### src/mdu_pkg.sv
package mdu_pkg;

    // ~~~~~~~~~~~~~~~~~~~~~~~~~~~~~~~~~~~~~~~~~~~~~~~~~~~~~~~~~~~~~~~~~~~~~~~~~~~~
    // Data widths
    // ~~~~~~~~~~~~~~~~~~~~~~~~~~~~~~~~~~~~~~~~~~~~~~~~~~~~~~~~~~~~~~~~~~~~~~~~~~~~

    // One architectural data word.
    typedef logic [31:0] word_t;

    // Result tag, returned unchanged to the issuing stage.
    typedef logic [5:0] tag_t;

    // ~~~~~~~~~~~~~~~~~~~~~~~~~~~~~~~~~~~~~~~~~~~~~~~~~~~~~~~~~~~~~~~~~~~~~~~~~~~~
    // Operations
    // ~~~~~~~~~~~~~~~~~~~~~~~~~~~~~~~~~~~~~~~~~~~~~~~~~~~~~~~~~~~~~~~~~~~~~~~~~~~~

    // Multiply class first, divide class after.
    typedef enum logic [2:0] {
        MUL   = 3'd0,
        MULH  = 3'd1,
        MULHU = 3'd2,
        DIV   = 3'd3,
        DIVU  = 3'd4,
        REM   = 3'd5,
        REMU  = 3'd6
    } mdu_op_e;

    // Request from the issue stage, 73 bits.
    typedef struct packed {
        mdu_op_e op;
        word_t   a;
        word_t   b;
        tag_t    tag;
    } mdu_req_t;

    // Result back to the pipeline, 38 bits.
    typedef struct packed {
        word_t word;
        tag_t  tag;
    } mdu_res_t;

    // ~~~~~~~~~~~~~~~~~~~~~~~~~~~~~~~~~~~~~~~~~~~~~~~~~~~~~~~~~~~~~~~~~~~~~~~~~~~~
    // Divider
    // ~~~~~~~~~~~~~~~~~~~~~~~~~~~~~~~~~~~~~~~~~~~~~~~~~~~~~~~~~~~~~~~~~~~~~~~~~~~~

    // One quotient bit per step.
    localparam int unsigned DIV_STEPS = 32;

    // Wide enough to count up to DIV_STEPS.
    localparam int unsigned DIV_CNT_W = 6;

    typedef enum logic [1:0] {
        IDLE,
        CALC,
        FIX,
        DONE
    } div_state_e;

endpackage
### src/mdu.sv
`timescale 1ns/1ps

module mdu (
    input  logic              clk,
    input  logic              rst_n_i,
    input  logic              flush_i,

    input  mdu_pkg::mdu_req_t req_i,
    input  logic              valid_i,
    output logic              ready_o,

    output mdu_pkg::mdu_res_t res_o,
    output logic              valid_o,
    input  logic              ready_i
);
    import mdu_pkg::*;

    // Engine side.
    mdu_res_t mul_res;
    mdu_res_t div_res;
    logic     mul_start;
    logic     div_start;
    logic     mul_valid;
    logic     div_valid;

    // Handshake and held operation.
    logic     req_is_mul;
    logic     held_is_mul;
    logic     accept;
    logic     xfer;
    logic     busy_q;
    mdu_op_e  op_q;
    tag_t     tag_q;
    word_t    res_word;

    function automatic logic is_mul_op(input mdu_op_e op);
        return (op == MUL) || (op == MULH) || (op == MULHU);
    endfunction

    // ~~~~~~~~~~~~~~~~~~~~~~~~~~~~~~~~~~~~~~~~~~~~~~~~~~~~~~~~~~~~~~~~~~~~~~~~~~~~
    // Issue side
    // ~~~~~~~~~~~~~~~~~~~~~~~~~~~~~~~~~~~~~~~~~~~~~~~~~~~~~~~~~~~~~~~~~~~~~~~~~~~~

    assign xfer    = valid_o && ready_i;
    // Idle, or the held result leaves this cycle. Nothing enters during a flush.
    assign ready_o = !flush_i && (!busy_q || xfer);
    assign accept  = valid_i && ready_o;

    assign req_is_mul = is_mul_op(req_i.op);
    assign mul_start  = accept && req_is_mul;
    assign div_start  = accept && !req_is_mul;

    always_ff @(posedge clk or negedge rst_n_i) begin
        if (!rst_n_i) begin
            busy_q <= 1'b0;
            op_q   <= MUL;
        end else if (flush_i) begin
            busy_q <= 1'b0;
            op_q   <= MUL;
        end else if (accept) begin
            busy_q <= 1'b1;
            op_q   <= req_i.op;
        end else if (xfer) begin
            busy_q <= 1'b0;
        end
    end

    always_ff @(posedge clk) begin
        if (accept) begin
            tag_q <= req_i.tag;
        end
    end

    // ~~~~~~~~~~~~~~~~~~~~~~~~~~~~~~~~~~~~~~~~~~~~~~~~~~~~~~~~~~~~~~~~~~~~~~~~~~~~
    // Engines
    // ~~~~~~~~~~~~~~~~~~~~~~~~~~~~~~~~~~~~~~~~~~~~~~~~~~~~~~~~~~~~~~~~~~~~~~~~~~~~

    mdu_muler u_muler (
        .clk     (clk),
        .rst_n_i (rst_n_i),
        .flush_i (flush_i),
        .req_i   (req_i),
        .valid_i (mul_start),
        .res_o   (mul_res),
        .valid_o (mul_valid),
        .ready_i (ready_i)
    );

    mdu_diver u_diver (
        .clk     (clk),
        .rst_n_i (rst_n_i),
        .flush_i (flush_i),
        .req_i   (req_i),
        .valid_i (div_start),
        .res_o   (div_res),
        .valid_o (div_valid),
        .ready_i (ready_i)
    );

    // ~~~~~~~~~~~~~~~~~~~~~~~~~~~~~~~~~~~~~~~~~~~~~~~~~~~~~~~~~~~~~~~~~~~~~~~~~~~~
    // Result side
    // ~~~~~~~~~~~~~~~~~~~~~~~~~~~~~~~~~~~~~~~~~~~~~~~~~~~~~~~~~~~~~~~~~~~~~~~~~~~~

    // Engine chosen by the operation held since acceptance.
    assign held_is_mul = is_mul_op(op_q);
    assign valid_o     = held_is_mul ? mul_valid : div_valid;
    assign res_word    = held_is_mul ? mul_res.word : div_res.word;

    assign res_o = '{word: res_word, tag: tag_q};

endmodule

### src/mdu_diver.sv
`timescale 1ns/1ps

module mdu_diver (
    input  logic              clk,
    input  logic              rst_n_i,
    input  logic              flush_i,

    input  mdu_pkg::mdu_req_t req_i,
    input  logic              valid_i,

    output mdu_pkg::mdu_res_t res_o,
    output logic              valid_o,
    input  logic              ready_i
);
    import mdu_pkg::*;

    div_state_e           state_q;
    div_state_e           state_d;
    logic [DIV_CNT_W-1:0] cnt_q;
    logic                 last_step;
    logic                 load;

    // Request decode.
    logic                 is_signed;
    logic                 a_neg;
    logic                 b_neg;
    word_t                a_abs;
    word_t                b_abs;

    // Partial remainder and quotient pair, plus the divisor magnitude.
    word_t                quo_q;
    word_t                rem_q;
    word_t                dvs_q;
    logic          [32:0] rem_sh;
    logic          [33:0] diff;

    // Recorded at load for the fix-up cycle.
    word_t                dividend_q;
    logic                 neg_quo_q;
    logic                 neg_rem_q;
    logic                 zero_q;
    logic                 ovf_q;
    logic                 want_rem_q;

    word_t                quo_fix;
    word_t                rem_fix;
    word_t                fix_word;
    word_t                res_q;

    // ~~~~~~~~~~~~~~~~~~~~~~~~~~~~~~~~~~~~~~~~~~~~~~~~~~~~~~~~~~~~~~~~~~~~~~~~~~~~
    // Operand preparation
    // ~~~~~~~~~~~~~~~~~~~~~~~~~~~~~~~~~~~~~~~~~~~~~~~~~~~~~~~~~~~~~~~~~~~~~~~~~~~~

    assign is_signed = (req_i.op == DIV) || (req_i.op == REM);
    assign a_neg     = is_signed && req_i.a[31];
    assign b_neg     = is_signed && req_i.b[31];
    assign a_abs     = a_neg ? -req_i.a : req_i.a;
    assign b_abs     = b_neg ? -req_i.b : req_i.b;

    // A new divide may start as the previous result leaves DONE.
    assign load = valid_i && ((state_q == IDLE) || ((state_q == DONE) && ready_i));

    // ~~~~~~~~~~~~~~~~~~~~~~~~~~~~~~~~~~~~~~~~~~~~~~~~~~~~~~~~~~~~~~~~~~~~~~~~~~~~
    // State machine
    // ~~~~~~~~~~~~~~~~~~~~~~~~~~~~~~~~~~~~~~~~~~~~~~~~~~~~~~~~~~~~~~~~~~~~~~~~~~~~

    assign last_step = (cnt_q == DIV_CNT_W'(DIV_STEPS - 1));

    always_comb begin
        state_d = state_q;
        case (state_q)
            IDLE: begin
                if (load) begin
                    state_d = CALC;
                end
            end
            CALC: begin
                if (last_step) begin
                    state_d = FIX;
                end
            end
            FIX: begin
                state_d = DONE;
            end
            DONE: begin
                if (load) begin
                    state_d = CALC;
                end else if (ready_i) begin
                    state_d = IDLE;
                end
            end
            default: begin
                state_d = IDLE;
            end
        endcase
    end

    always_ff @(posedge clk or negedge rst_n_i) begin
        if (!rst_n_i) begin
            state_q <= IDLE;
            cnt_q   <= '0;
        end else if (flush_i) begin
            state_q <= IDLE;
            cnt_q   <= '0;
        end else begin
            state_q <= state_d;
            if (load) begin
                cnt_q <= '0;
            end else if (state_q == CALC) begin
                cnt_q <= cnt_q + 1'b1;
            end
        end
    end

    // ~~~~~~~~~~~~~~~~~~~~~~~~~~~~~~~~~~~~~~~~~~~~~~~~~~~~~~~~~~~~~~~~~~~~~~~~~~~~
    // Restoring step and fix-up
    // ~~~~~~~~~~~~~~~~~~~~~~~~~~~~~~~~~~~~~~~~~~~~~~~~~~~~~~~~~~~~~~~~~~~~~~~~~~~~

    // Shift in the next dividend bit, then trial subtract.
    assign rem_sh = {rem_q, quo_q[31]};
    assign diff   = {1'b0, rem_sh} - {2'b00, dvs_q};

    assign quo_fix = neg_quo_q ? -quo_q : quo_q;
    assign rem_fix = neg_rem_q ? -rem_q : rem_q;

    always_comb begin
        if (zero_q) begin
            fix_word = want_rem_q ? dividend_q : '1;
        end else if (ovf_q) begin
            fix_word = want_rem_q ? '0 : dividend_q;
        end else begin
            fix_word = want_rem_q ? rem_fix : quo_fix;
        end
    end

    always_ff @(posedge clk) begin
        if (load) begin
            quo_q      <= a_abs;
            dvs_q      <= b_abs;
            rem_q      <= '0;
            dividend_q <= req_i.a;
            neg_quo_q  <= a_neg ^ b_neg;
            neg_rem_q  <= a_neg;
            zero_q     <= (req_i.b == '0);
            ovf_q      <= is_signed && (req_i.a == 32'h8000_0000) && (req_i.b == '1);
            want_rem_q <= (req_i.op == REM) || (req_i.op == REMU);
        end else if (state_q == CALC) begin
            // Sign of the trial result decides the quotient bit.
            quo_q <= {quo_q[30:0], ~diff[33]};
            rem_q <= diff[33] ? rem_sh[31:0] : diff[31:0];
        end else if (state_q == FIX) begin
            res_q <= fix_word;
        end
    end

    assign res_o   = '{word: res_q, tag: '0};
    assign valid_o = (state_q == DONE);

endmodule

### src/mdu_muler.sv
`timescale 1ns/1ps

module mdu_muler (
    input  logic              clk,
    input  logic              rst_n_i,
    input  logic              flush_i,

    input  mdu_pkg::mdu_req_t req_i,
    input  logic              valid_i,

    output mdu_pkg::mdu_res_t res_o,
    output logic              valid_o,
    input  logic              ready_i
);
    import mdu_pkg::*;

    // Operands widened by one bit so one signed multiply covers both flavours.
    logic signed [32:0] a_ext;
    logic signed [32:0] b_ext;
    logic signed [65:0] prod_full;
    logic               high_sel;

    // Stage 1 holds the full product.
    logic               s1_valid_q;
    logic        [63:0] s1_prod_q;
    logic               s1_high_q;
    logic               s1_ready;

    // Stage 2 holds the selected word.
    logic               s2_valid_q;
    word_t              s2_word_q;
    logic               s2_ready;

    // ~~~~~~~~~~~~~~~~~~~~~~~~~~~~~~~~~~~~~~~~~~~~~~~~~~~~~~~~~~~~~~~~~~~~~~~~~~~~
    // Stage 1 product
    // ~~~~~~~~~~~~~~~~~~~~~~~~~~~~~~~~~~~~~~~~~~~~~~~~~~~~~~~~~~~~~~~~~~~~~~~~~~~~

    // Only MULH is signed x signed. MUL takes the low word, same either way.
    always_comb begin
        a_ext = {1'b0, req_i.a};
        b_ext = {1'b0, req_i.b};
        if (req_i.op == MULH) begin
            a_ext[32] = req_i.a[31];
            b_ext[32] = req_i.b[31];
        end
    end

    assign high_sel  = (req_i.op == MULH) || (req_i.op == MULHU);
    assign prod_full = a_ext * b_ext;

    // ~~~~~~~~~~~~~~~~~~~~~~~~~~~~~~~~~~~~~~~~~~~~~~~~~~~~~~~~~~~~~~~~~~~~~~~~~~~~
    // Pipeline control
    // ~~~~~~~~~~~~~~~~~~~~~~~~~~~~~~~~~~~~~~~~~~~~~~~~~~~~~~~~~~~~~~~~~~~~~~~~~~~~

    // A stage moves when the one after it is empty or draining.
    assign s2_ready = !s2_valid_q || ready_i;
    assign s1_ready = !s1_valid_q || s2_ready;

    always_ff @(posedge clk or negedge rst_n_i) begin
        if (!rst_n_i) begin
            s1_valid_q <= 1'b0;
            s2_valid_q <= 1'b0;
        end else if (flush_i) begin
            s1_valid_q <= 1'b0;
            s2_valid_q <= 1'b0;
        end else begin
            if (s1_ready) begin
                s1_valid_q <= valid_i;
            end
            if (s2_ready) begin
                s2_valid_q <= s1_valid_q;
            end
        end
    end

    // ~~~~~~~~~~~~~~~~~~~~~~~~~~~~~~~~~~~~~~~~~~~~~~~~~~~~~~~~~~~~~~~~~~~~~~~~~~~~
    // Datapath registers
    // ~~~~~~~~~~~~~~~~~~~~~~~~~~~~~~~~~~~~~~~~~~~~~~~~~~~~~~~~~~~~~~~~~~~~~~~~~~~~

    always_ff @(posedge clk) begin
        if (s1_ready && valid_i) begin
            s1_prod_q <= prod_full[63:0];
            s1_high_q <= high_sel;
        end
        if (s2_ready && s1_valid_q) begin
            s2_word_q <= s1_high_q ? s1_prod_q[63:32] : s1_prod_q[31:0];
        end
    end

    // Tag is filled in by the unit top.
    assign res_o   = '{word: s2_word_q, tag: '0};
    assign valid_o = s2_valid_q;

endmodule

### config.mk
export PLATFORM = sky130hd
export DESIGN_NAME = mdu
export DESIGN_NICKNAME = d
export VERILOG_FILES = /design/src/mdu_pkg.sv /design/src/mdu.sv /design/src/mdu_diver.sv /design/src/mdu_muler.sv
export SDC_FILE = /design/constraint.sdc
export NUM_CORES = 2
export LEC_CHECK = 0
export ABC_AREA = 0
export ABC_CLOCK_PERIOD_IN_PS = 7400
export BUFFER_PORTS_ARGS = -buffer_cell sky130_fd_sc_hd__buf_2
export CORE_MARGIN = 4
export CORE_UTILIZATION = 40
export DETAILED_ROUTE_END_ITERATION = 10
export HOLD_SLACK_MARGIN = 0.03
export PLACE_DENSITY = 0.61
export SLEW_MARGIN = 20
export SYNTH_ARGS = -nofsm -noshare
export SYNTH_HDL_FRONTEND = slang
export SYNTH_HIERARCHICAL = 1
export SYNTH_SLANG_ARGS = --single-unit
### constraint.sdc
create_clock -name clk -period 7.4 [get_ports clk]
set_input_delay 1.48 -clock clk [delete_from_list [all_inputs] [get_ports clk]]
set_output_delay 1.48 -clock clk [all_outputs]
set_load 0.005 [all_outputs]
==> impl_metrics.tcl <==
set metrics [dict create \
    dpl.hpwl_um 135900 \
    overflow 0 \
    netlist_area_um2 53770 \
    vias 40750 \
    cts_sinks 282 \
    via_per_inst 5.146 \
    ys_warn_count 6 \
    cts_buffers 29 \
    finalSetupViolCount 39 \
    maxSlewViolCount 0 \
    hold_path_depth 1 \
    worstSetupStartpointType "input port" \
    fillCellCount 12440 \
    placed_area_um2 60890 \
    die_w_um 374.6 \
    crit_family "adder cells" \
    ant_nets 0 \
    timing.critical_path.mode_cell "fa_1" \
    worst_slack_ns -1.041 \
    cp_slowest_cell "fa_1" \
    drc 0 \
    end_kind "flop" \
    grt_usage_pct 23.40 \
    status "finished, violations left" \
    clkTransAtPathRegs_ns 0.07 \
    min-delay-path-class "flop to flop" \
    wl_per_cell_um 20.72 \
    post-place-ws_ns -1.849 \
    worst_pin_slew_ns 0.9021 \
    die-area_um2 140400 \
    r2r_start "u_diver/rem_q[13]" \
    clk_latency_ns 0.59 \
    grt_pass1_vias 43710 \
    regArea_um2 8078 \
    slew_headroom_pct 39.86 \
    ff2ff_path_depth 11 \
    crit_buf_inv 9 \
    drv_cap 0 \
    final_nets 7581 \
    drt_iter0_drc 2958 \
    die_y_um 374.6 \
    ctsRootBufferMaster "clkbuf_16" \
    hold_start "u_muler/s1_prod_q[53]" \
    finalWeightedCongestion 0.9148 \
    finClkSkew_ns 0.02957 \
    finalSetupTns_ns -24.27 \
    worstPathRequired_ns 7.71 \
    fin_crit_ns 8.441 \
    clockBufferDepth 3 \
    gr-usage-met1_pct 31.49 \
    hold_violations 0 \
    fin_util_pct 47.70 \
    whs_endpoint "u_muler/s2_word_q[21]" \
    violations "negative setup slack" \
    synth_fp_nets 7102 \
    fin_area_um2 63660 \
    num_rows 134 \
    cp.arrival_ns 8.75 \
    syn_inst 5644 \
    io_buffer_count 117 \
    syn_area_per_cell_um2 9.527 \
    fmax_ghz 0.1185 \
    cts_tree "built" \
    antenna_found_initial 13 \
    multi_input_area_um2 41450 \
    wl_um 164100 \
    design.core.area_um2 133500 \
    r2r_end "u_diver/rem_q[23]" \
    met2_usage_pct 39.07 \
    grt_most_used_layer "met2" \
    r2r_slack_ns 3.73 \
    grt_max_degree 85 \
    grt_pass1_wl_um 256300 \
    rsz0062_at_grt "true" \
    cpPeakStageDelay_ns 0.59 \
    grt.met3_usage_pct 3.300 \
    fin_crit_sh_pct 114.1 \
    drive_above_1_share_pct 18.76 \
    worstSetupPathType "input port to flop" \
    crit_fanout 5 \
    ios 118 \
    cts_max_level 1 \
    synthToLayoutAreaGrowth_pct 18.38 \
    start_util_pct 40.29 \
    first_pass_iters 5 \
]
==> timing repair <==
item,4_1_cts,5_1_grt
setup buffers,31,21
cloned,1,0
resized for setup,221,114
pin swaps,117,91
hold buffers,0,0
endpoints found under the setup margin,42,45
==> metal layers <==
metal  share of wire, %  wire length, um
met1                 42            68430
met4                4.1             6678
met5              0.025               41
met3                6.6            10830
met2                 48            78100
==> final cells by class <==
type                            count  area share, %
Timing Repair Buffer              736          10.06
Tap cell                         1768          3.475
Inverter                         1186          7.027
Clock inverter                     23         0.4639
Clock buffer                       30          1.146
Sequential cell                   282          12.69
Multi-Input combinational cell   3888          65.12
Antenna cell                        6        0.02359
==> placed cells by master (no fill, tap or decap), drive strengths merged, types with 16 or more instances in the layout <==
cell / count
inv: 1186
fa: 1126
nand2: 924
buf: 734
and2: 316
ha: 254
edfxtp: 236
a21oi: 175
nor2: 132
o21ai: 122
xnor2: 112
xor2: 110
mux2: 67
a21o: 52
and3: 36
nor3: 34
o31ai: 34
dfxtp: 32
clkbuf: 31
nand3: 31
o22a: 30
o221ai: 30
a31oi: 27
nand4: 21
nand2b: 21
o211ai: 17
a211oi: 17
o21a: 16
or3: 16
==> through the flow <==
stage          hold slack [ns]  std cells
5_1_grt                 0.5639       7914
3_3_place_gp            0.5300       7809
2_1_floorplan           0.4933       5644
3_5_place_dp            0.5372       7810
6_report                0.5374       7919
4_1_cts                 0.5375       7892
==> flip-flops by register name, indices dropped and copies added (netlist names) <==
signal / count
busy_q: 1
u_muler/valid_o: 1
tag_q: 6
u_diver/neg_quo_q: 1
u_muler/s2_word_q: 32
u_diver/rem_q: 32
u_diver/zero_q: 1
u_diver/quo_q: 32
u_muler/s1_valid_q: 1
u_diver/res_q: 32
u_diver/ovf_q: 1
u_diver/state_q: 2
u_diver/cnt_q: 6
u_diver/dvs_q: 32
u_muler/s1_high_q: 1
u_diver/want_rem_q: 1
u_diver/neg_rem_q: 1
u_muler/s1_prod_q: 64
op_q: 3
u_diver/dividend_q: 32
==> worst max path at each step <==
stage | start | end | cells past startpoint
6_report | req_i[72] | u_muler/s1_prod_q[62] | 30
4_1_cts | req_i[70] | u_muler/s1_prod_q[62] | 30
5_1_grt | req_i[72] | u_muler/s1_prod_q[62] | 30
3_5_place_dp | req_i[71] | u_muler/s1_prod_q[56] | 26
3_3_place_gp | req_i[71] | u_muler/s1_prod_q[56] | 26
2_1_floorplan | req_i[71] | u_muler/s1_prod_q[61] | 26
Power is not shown: default switching activity piles up to over one toggle a cycle in this logic, so the estimate is an artifact.
